[src/include/conv2_rom_data.svh]
`ifndef CONV2_ROM_DATA_SVH
`define CONV2_ROM_DATA_SVH

// flat weight list, index ((o*CI + ci)*K + row)*K + col
// each line is one 3x3 kernel slice, row by row
localparam int CONV2_WEIGHT [CO*CI*K*K] = '{
    // output channel 0
     3, -1,  2,   0,  5, -4,   1,  2, -3,
    -2,  4,  1,   6, -1,  0,   3, -5,  2,
     1,  0, -3,   2,  7,  1,  -2,  4,  0,
    // output channel 1
    -4,  2,  0,   1, -1,  3,   5,  0, -2,
     0, -3,  6,   2,  1, -1,   4,  2, -6,
     7,  1, -2,  -3,  0,  5,   1, -1,  2,
    // output channel 2
     2,  2, -1,  -5,  3,  0,   0,  4,  1,
    -1,  5,  3,   0, -2,  2,  -4,  1,  3,
     4, -3,  0,   1,  2, -6,   3,  0, -1
};

// one bias per output channel
localparam int CONV2_BIAS [CO] = '{
     100,
    -250,
      37
};

`endif

[src/logic/conv_stage_pkg.sv]
package conv_stage_pkg;

    // ============================================================
    // stage 2 geometry
    // ============================================================
    localparam int CI = 3;   // input channels
    localparam int CO = 3;   // output channels
    localparam int K  = 3;   // kernel side

    // ============================================================
    // datapath widths
    // ============================================================
    localparam int IBW     = 8;            // input pixel
    localparam int W_BW    = 8;            // weight
    localparam int B_BW    = 16;           // bias
    localparam int PROD_BW = IBW + W_BW;   // one pixel x weight product
    localparam int O_F_BW  = 22;           // 27 products + bias, no overflow

    typedef logic signed [IBW-1:0]     pixel_t;
    typedef logic signed [W_BW-1:0]    weight_t;
    typedef logic signed [B_BW-1:0]    bias_t;
    typedef logic signed [PROD_BW-1:0] prod_t;
    typedef logic signed [O_F_BW-1:0]  acc_t;

    // ============================================================
    // grouped types
    // ============================================================

    // one image position, all input channels
    typedef struct packed {
        pixel_t [CI-1:0] ch;
    } fmap_point_t;

    // K x K points, indexed pt[row][col]
    // row 0 is the oldest line, col 0 the oldest column
    typedef struct packed {
        fmap_point_t [K-1:0][K-1:0] pt;
    } window_t;

    // weights of one output channel, indexed w[ci][row][col]
    typedef struct packed {
        weight_t [CI-1:0][K-1:0][K-1:0] w;
    } kernel_t;

    typedef struct packed {
        kernel_t [CO-1:0] k;   // one kernel per output channel
    } weight_set_t;

    typedef struct packed {
        bias_t [CO-1:0] b;
    } bias_set_t;

    // one output position, all output channels
    typedef struct packed {
        acc_t [CO-1:0] ch;
    } ofmap_point_t;

endpackage

[src/logic/conv2_param_rom.sv]
module conv2_param_rom import conv_stage_pkg::*; (
    output weight_set_t o_weight,
    output bias_set_t   o_bias
);

`include "conv2_rom_data.svh"

    // unpack the flat lists into the tables the core reads
    always_comb begin
        for (int o = 0; o < CO; o++) begin
            for (int i = 0; i < CI; i++) begin
                for (int r = 0; r < K; r++) begin
                    for (int c = 0; c < K; c++) begin
                        o_weight.k[o].w[i][r][c] =
                            weight_t'(CONV2_WEIGHT[((o*CI + i)*K + r)*K + c]);
                    end
                end
            end
        end
    end

    always_comb begin
        for (int o = 0; o < CO; o++) begin
            o_bias.b[o] = bias_t'(CONV2_BIAS[o]);   // truncate to bias width
        end
    end

endmodule

[src/logic/stage2_cnn_core.sv]
module stage2_cnn_core import conv_stage_pkg::*; (
    input  logic         clk,
    input  logic         reset_n,
    input  weight_set_t  i_cnn_weight,
    input  bias_set_t    i_cnn_bias,
    input  logic         i_in_valid,
    input  window_t      i_in_window,
    output logic         o_ot_valid,
    output ofmap_point_t o_ot_fmap
);

    // ============================================================
    // stage 1: products
    // ============================================================

    // prod_q[o][ci][row][col]
    prod_t prod_q [CO][CI][K][K];
    logic  valid_s1;

    always_ff @(posedge clk) begin
        if (i_in_valid) begin
            for (int o = 0; o < CO; o++) begin
                for (int i = 0; i < CI; i++) begin
                    for (int r = 0; r < K; r++) begin
                        for (int c = 0; c < K; c++) begin
                            // signed 8x8 gives a full 16 bit product
                            prod_q[o][i][r][c] <=
                                $signed(i_in_window.pt[r][c].ch[i]) *
                                $signed(i_cnn_weight.k[o].w[i][r][c]);
                        end
                    end
                end
            end
        end
    end

    always_ff @(posedge clk or negedge reset_n) begin
        if (!reset_n) begin
            valid_s1 <= 1'b0;
        end else begin
            valid_s1 <= i_in_valid;
        end
    end

    // ============================================================
    // stage 2: sum plus bias
    // ============================================================
    acc_t         sum_c [CO];
    ofmap_point_t ot_fmap_q;
    logic         valid_s2;

    always_comb begin
        for (int o = 0; o < CO; o++) begin
            sum_c[o] = acc_t'(i_cnn_bias.b[o]);   // sign extended
            for (int i = 0; i < CI; i++) begin
                for (int r = 0; r < K; r++) begin
                    for (int c = 0; c < K; c++) begin
                        sum_c[o] = sum_c[o] + acc_t'(prod_q[o][i][r][c]);
                    end
                end
            end
        end
    end

    always_ff @(posedge clk) begin
        if (valid_s1) begin
            for (int o = 0; o < CO; o++) begin
                ot_fmap_q.ch[o] <= sum_c[o];
            end
        end
    end

    always_ff @(posedge clk or negedge reset_n) begin
        if (!reset_n) begin
            valid_s2 <= 1'b0;
        end else begin
            valid_s2 <= valid_s1;   // 2 cycles behind the window strobe
        end
    end

    assign o_ot_valid = valid_s2;
    assign o_ot_fmap  = ot_fmap_q;

endmodule

[src/logic/stage2_conv.sv]
module stage2_conv import conv_stage_pkg::*; #(
    parameter int IMG_W = 5,
    parameter int IMG_H = 5
) (
    input  logic         clk,
    input  logic         reset_n,
    input  logic         i_in_valid,
    input  fmap_point_t  i_in_fmap,    // all input channels of one position
    output logic         o_ot_valid,
    output ofmap_point_t o_ot_fmap     // all output channels of one position
);

    // ============================================================
    // internal connections
    // ============================================================
    logic        win_valid;
    window_t     window;
    weight_set_t cnn_weight;   // constant levels from the rom
    bias_set_t   cnn_bias;

    // raster points into K x K windows
    window_line_buffer #(
        .IMG_W (IMG_W),
        .IMG_H (IMG_H)
    ) u_window_line_buffer (
        .clk         (clk),
        .reset_n     (reset_n),
        .i_in_valid  (i_in_valid),
        .i_in_fmap   (i_in_fmap),
        .o_win_valid (win_valid),
        .o_window    (window)
    );

    conv2_param_rom u_param_rom (
        .o_weight (cnn_weight),
        .o_bias   (cnn_bias)
    );

    // mac pipeline, 2 cycles
    stage2_cnn_core u_stage2_cnn_core (
        .clk          (clk),
        .reset_n      (reset_n),
        .i_cnn_weight (cnn_weight),
        .i_cnn_bias   (cnn_bias),
        .i_in_valid   (win_valid),
        .i_in_window  (window),
        .o_ot_valid   (o_ot_valid),
        .o_ot_fmap    (o_ot_fmap)
    );

endmodule

[src/logic/window_line_buffer.sv]
module window_line_buffer import conv_stage_pkg::*; #(
    parameter int IMG_W = 5,
    parameter int IMG_H = 5
) (
    input  logic        clk,
    input  logic        reset_n,
    input  logic        i_in_valid,
    input  fmap_point_t i_in_fmap,
    output logic        o_win_valid,
    output window_t     o_window
);

    localparam int COL_BW = (IMG_W > 1) ? $clog2(IMG_W) : 1;
    localparam int ROW_BW = (IMG_H > 1) ? $clog2(IMG_H) : 1;

    // ============================================================
    // storage
    // ============================================================

    // line_mem[0] is the oldest row, line_mem[K-2] the previous row
    fmap_point_t line_mem [K-1][IMG_W];
    window_t     win_q;

    logic [COL_BW-1:0] col_cnt;
    logic [ROW_BW-1:0] row_cnt;
    logic              col_last;
    logic              row_last;
    logic              win_done;   // current point completes a window
    logic              win_valid_q;

    assign col_last = (col_cnt == COL_BW'(IMG_W - 1));
    assign row_last = (row_cnt == ROW_BW'(IMG_H - 1));
    assign win_done = (col_cnt >= COL_BW'(K - 1)) && (row_cnt >= ROW_BW'(K - 1));

    // ============================================================
    // raster position
    // ============================================================
    always_ff @(posedge clk or negedge reset_n) begin
        if (!reset_n) begin
            col_cnt <= '0;
            row_cnt <= '0;
        end else if (i_in_valid) begin
            if (col_last) begin
                col_cnt <= '0;
                // wrap at end of frame so the next one can follow directly
                row_cnt <= row_last ? '0 : row_cnt + 1'b1;
            end else begin
                col_cnt <= col_cnt + 1'b1;
            end
        end
    end

    always_ff @(posedge clk or negedge reset_n) begin
        if (!reset_n) begin
            win_valid_q <= 1'b0;
        end else begin
            win_valid_q <= i_in_valid && win_done;   // one cycle after the point
        end
    end

    // ============================================================
    // window shift and row memories
    // ============================================================
    always_ff @(posedge clk) begin
        if (i_in_valid) begin
            // shift left by one column
            for (int r = 0; r < K; r++) begin
                for (int c = 0; c < K - 1; c++) begin
                    win_q.pt[r][c] <= win_q.pt[r][c+1];
                end
            end

            // new right column, older rows from memory
            for (int r = 0; r < K - 1; r++) begin
                win_q.pt[r][K-1] <= line_mem[r][col_cnt];
            end
            win_q.pt[K-1][K-1] <= i_in_fmap;

            // push this column up one row
            for (int r = 0; r < K - 2; r++) begin
                line_mem[r][col_cnt] <= line_mem[r+1][col_cnt];
            end
            line_mem[K-2][col_cnt] <= i_in_fmap;
        end
    end

    assign o_win_valid = win_valid_q;
    assign o_window    = win_q;   // held until the next input point

endmodule

[config.mk]
export PLATFORM = sky130hd
export DESIGN_NAME = stage2_conv
export DESIGN_NICKNAME = d
export VERILOG_FILES = /design/src/logic/conv_stage_pkg.sv /design/src/logic/conv2_param_rom.sv /design/src/logic/stage2_cnn_core.sv /design/src/logic/stage2_conv.sv /design/src/logic/window_line_buffer.sv
export VERILOG_INCLUDE_DIRS = /design/src /design/src/include
export SDC_FILE = /design/constraint.sdc
export NUM_CORES = 2
export LEC_CHECK = 0
export ABC_AREA = 1
export BUFFER_PORTS_ARGS = -buffer_cell sky130_fd_sc_hd__buf_2
export CELL_PAD_IN_SITES_DETAIL_PLACEMENT = 0
export CELL_PAD_IN_SITES_GLOBAL_PLACEMENT = 1
export CORE_ASPECT_RATIO = 1.75
export CORE_MARGIN = 1.5
export CORE_UTILIZATION = 49
export CTS_CLUSTER_SIZE = 16
export DETAILED_ROUTE_END_ITERATION = 12
export PLACE_DENSITY_LB_ADDON = 0.25
export SYNTH_ARGS = -nofsm -noshare
export SYNTH_HDL_FRONTEND = slang
export SYNTH_SLANG_ARGS = --single-unit
[constraint.sdc]
create_clock -name clk -period 15.2 [get_ports clk]
set_input_delay 0.76 -clock clk [delete_from_list [all_inputs] [get_ports clk]]
set_output_delay 0.76 -clock clk [all_outputs]
set_load 0.02 [all_outputs]
# Word level (Yosys, flattened, before mapping)
# Memory sizes are Yosys's and may differ from the RTL's.
# Index checks and enable logic that the tools add are counted.
[word_totals] reg_bits=291 ram_bits=1530 inputBits=27 word_cells=185 mem_count=2
[memory_table] memory="u_stage2_cnn_core.prod_q" words=3 width=430 read_ports=3 rd_ports_with_merged_regs=0 write_ports=3 line="stage2_cnn_core.sv:17" rtl="prod_t prod_q [CO][CI][K][K];"
[memory_table] memory="u_window_line_buffer.line_mem" words=2 width=120 read_ports=2 rd_ports_with_merged_regs=0 write_ports=2 line="window_line_buffer.sv:21" rtl="fmap_point_t line_mem [K-1][IMG_W];"
[classes] addsub=99 n_mul=24 magnitude_cmp=4 n_eq_ne=2 mux=14 bitwise_logic=1 n_reduce_logical=4
[op_table] cell="$add A22 B16 Y22" n=75
[op_table] cell="$mul A8 B3 Y11 const B" n=16
[op_table] cell="$bmux W24 S3" n=2
[op_table] cell="$neg A8 Y16" n=8
[op_table] cell="$mux W120" n=1
[op_table] cell="$mux W24" n=5
[op_table] cell="$mul A8 B4 Y12 const B" n=8
[op_table] cell="$neg A8 Y15" n=5
[op_table] cell="$demux W24 S3" n=1
[op_table] cell="$add A17 B16 Y18" n=3
[op_table] cell="$neg A8 Y14" n=3
[op_table] cell="$add A7 B16 Y17 const A" n=1
[op_table] cell="$add A8 B16 Y17 const A" n=1
[op_table] cell="$add A9 B16 Y17 const A" n=1
[op_table] cell="$add A3 B1 Y3 const B" n=2
[op_table] cell="$eq A3 B3 Y1 const B" n=2
[op_table] cell="$ge A3 B2 Y1 const B" n=2
[op_table] cell="$mux W3" n=2
[op_table] cell="$ge A4 B4 Y1 const B" n=1
[op_table] cell="$lt A4 B1 Y1 const B" n=1
[op_table] cell="$not A3 Y4" n=1
[op_table] cell="$logic_and A1 B1 Y1" n=3
[op_table] cell="$mux W1" n=3
[op_table] cell="$reduce_and A2 Y1" n=1

# Logic depth before layout (Yosys ltp)
# An unclocked memory read counts as a cell.
[depth] word_depth=28 depth_mapped=36 mapped_depth_nobuf=36

# Cells and area by module
# Synthesis repeated with hierarchy kept, for this count alone.
[hier_totals] cells_unflattened=37018 area_unflattened_um2=314516.6
[by_module_without_submodules] mod="stage2_cnn_core" n_inst=1 cells_per_inst=35339 area_per_inst_um2=292941.0
[by_module_without_submodules] mod="window_line_buffer" n_inst=1 cells_per_inst=981 area_per_inst_um2=16343.2
[by_module_without_submodules] mod="conv2_param_rom" n_inst=1 cells_per_inst=698 area_per_inst_um2=5232.5

# Worst setup path before layout
# No wires, ideal clock.
[synth_path] kind="register -> register" start="register u_window_line_buffer.win_valid_q, in the netlist u_window_line_buffer.o_win_valid" end="register u_stage2_cnn_core.valid_s1" arrival_time_ns=12.699 slack_ns=1.042 path_stages_with_launch=1 path_buffers=0 period_less_slack_ns=14.158 path_cell_list="dfrtp_1"
[synth_rtl] item="from (decl)" line="window_line_buffer.sv:29" rtl="logic win_valid_q;"
[synth_rtl] item="from (signal assigned)" line="window_line_buffer.sv:57" rtl="win_valid_q <= i_in_valid && win_done;"
[synth_rtl] item="to (signal assigned)" line="stage2_cnn_core.sv:41" rtl="valid_s1 <= i_in_valid;"
[synth_rtl] item="to (decl)" line="stage2_cnn_core.sv:18" rtl="logic valid_s1;"
# No word-level cell between the ends.

==> run metrics <==
FF-to-FF End u_stage2_cnn_core.o_ot_fmap[14]; most common cell in the synthesized netlist inv_1; Final Cycle Share 0.5218; port bufs 93; Worst EP arrival 8.40 ns; Mapped Area 0.07755 mm2; drt wl/cell 26.81 um; slowest CP cell fa_1; Synth top area share 0.4387; worst hold margin 0.2551 ns; RR Startpoint u_stage2_cnn_core.prod_q[2][399]; H-tree depth 3; Reg clk slew, reported paths 0.07 ns; Post-synth top cells 1502 x inv_1, 1133 x edfxtp_1, 979 x fa_1, 597 x ha_1, 576 x nand2_1; Layout Cell Area excl Fill 0.08447 mm2; critical path launch point type flip-flop; # IOs 94; Yosys top cell by area edfxtp_1; min cycle time layout 7.931 ns; Clock Path Buffers 3; WL final 229.0 mm; final setup fails 0; Final Hold Fails 0; # nets final 7993; syn avg cell area 12.50 um2; Residual DRC 0; largest fanout on the critical path 4; Compound-Gate Fraction of Synth Area 0.03604; core area 0.1577 mm2; CP peak stage delay 0.52 ns; crit end category flip-flop; FFs w/ async S/R, synth 0.007881; run status finished, violations left; max-slew violations 0; Synth Register Bits 1142; largest family of logic cells by synthesized area adder cells; Root Buffer clkbuf_16; worst hold stages 1; antenna violations before repair 7; first-pass GRT wire length 330.2 mm; via/cell ratio 5.255; setup bufs post-CTS 0; routed vias 44880; Post-synth EDFFs 1133; Least-Margin Pin Slew 1.498 ns; grt ovf 0; sequential share of the synthesized area 0.4416; fmax 0.1261 GHz; Post-Route Setup TNS 0 ns; Synth Flop Type edfxtp_1; DRT iter0 DRCs 2973; Die ar. 0.1608 mm2; top cells by area, synth edfxtp_1 44%, fa_1 25%, ha_1 9.6%; worst min-delay path category in2reg; CTS Sinks 1142; Synth Instances 6206; worst skew pair latency 0.76 ns; pre-CTS setup slack 7.254 ns; DR pass1 iterations 5; worst rel slew slack 0.001479; ratio of cells with drive above 1 in the final layout 0.05259; DRT antenna net count 0; vias in the first global route 49240; Reg2Reg Setup Slack 7.27 ns; Clock Skew 0.04265 ns; total track usage 0.2921; unrepaired setup endpoints after global routing false; area grow syn2layout 8.919%; Die Width 303.7 um; Post-Synth Simple-Gate Area 0.06121; Final WS setup 7.269 ns; Final GP Congestion 1.010; TritonCTS clock tree built; reg2reg path depth 28; Worst EP required 15.67 ns; synth unique cells 41; Post-DP Area 0.08065 mm2; multiplexer share of the synthesized area 0; DP HPWL 192.1 mm; min-delay src i_in_fmap[14]; xor and xnor fraction of the mapped netlist area 0.03580; Post-Syn Nets 7809; Post-CTS Hold Buffers 1; WHS Endpoint u_window_line_buffer.o_window[206]; Yosys Warn Count 0; Crit Path Category reg2reg; failing checks capacitance limit; adder-cell area share of the yosys netlist 0.3490; CTS Buf Count 111; maxcap violations 1; post-CTS sizing 0; FP Rows 193; largest net degree at the start of global routing 169; Die Height 529.3 um; Starting Density 0.4918
## logic make-up after synthesis
group / after synthesis
AOI/OAI and AO/OA: 498
adders and majority gates: 1576
and+or+nand+nor: 1111
DFF: 1142
buffers and inverters: 1562
xor gates and xnor gates: 317
## layer usage
layer | vias up | share of wire | global-route usage
met3 | 439 | 0.038 | 0.03189
met2 | 1189 | 0.53 | 0.5444
met4 | 0 | 0.085 | 0.2070
met1 | 22990 | 0.34 | 0.3055
li1 | 20260 | - | -
met5 | - | 0 | 0
## placed cells by master (no fill, tap or decap), types with 31 or more instances in the layout
cell type and count:
o21ai_0 156, edfxtp_1 1133, fa_1 979, nand3_1 181, a21oi_1 232, ha_1 597, o221ai_1 49, nor2_1 246
buf_2 92, nand4_1 52, nand2_1 576, clkbuf_16 113, xor2_1 248, inv_1 1502, a31oi_1 31, xnor2_1 68
## cell type report
class                           instances  area, um2
Fill cell                           13430      73220
Multi-Input combinational cell       3502      37440
Sequential cell                      1142      34260
Inverter                             1511       5672
Clock buffer                          129       2888
Tap cell                             2047       2561
Clock inverter                         78      890.9
Timing Repair Buffer                  122      733.2
Antenna cell                           10      25.02
## worst max-delay path, delay by kind of cell, from the launching register on
family,cells,cell delay (ns)
AO/OA/AOI/OAI,3,0.92
XOR/XNOR,1,0.38
adder cells (fa/ha/maj),11,4.73
buffers and inverters,4,0.30
flip-flops,1,0.43
AND/OR/NAND/NOR,9,0.87
## worst max path at each step
stage | slack (ns) | from | to
after floorplan | 1.04 | u_window_line_buffer.o_win_valid | u_stage2_cnn_core.valid_s1
after global placement | 7.25 | u_stage2_cnn_core.prod_q[1][417] | u_stage2_cnn_core.o_ot_fmap[14]
after detailed placement | 7.25 | u_stage2_cnn_core.prod_q[2][399] | u_stage2_cnn_core.o_ot_fmap[14]
after CTS | 7.17 | u_stage2_cnn_core.prod_q[2][399] | u_stage2_cnn_core.o_ot_fmap[14]
after global routing | 6.97 | u_stage2_cnn_core.prod_q[2][399] | u_stage2_cnn_core.o_ot_fmap[14]
final | 7.27 | u_stage2_cnn_core.prod_q[2][399] | u_stage2_cnn_core.o_ot_fmap[14]
## sequential cells by signal, indices dropped and copies added (netlist names)
| signal | count |
|---|---|
| u_window_line_buffer.line_mem | 240 |
| u_window_line_buffer.col_cnt | 3 |
| u_stage2_cnn_core.o_ot_fmap | 66 |
| u_stage2_cnn_core.o_ot_valid | 1 |
| u_stage2_cnn_core.valid_s1 | 1 |
| u_window_line_buffer.o_win_valid | 1 |
| u_stage2_cnn_core.prod_q | 611 |
| u_window_line_buffer.row_cnt | 3 |
| u_window_line_buffer.o_window | 216 |
## per-stage QoR
stage / utilization / std cells
4_1_cts: 0.5355 / 8531
3_5_place_dp: 0.5114 / 8323
5_1_grt: 0.5357 / 8541
2_1_floorplan: - / 6206
6_report: 0.5357 / 8541
3_3_place_gp: 0.5114 / 8323
Power is not shown: default switching activity piles up to over one toggle a cycle in this logic, so the estimate is an artifact.
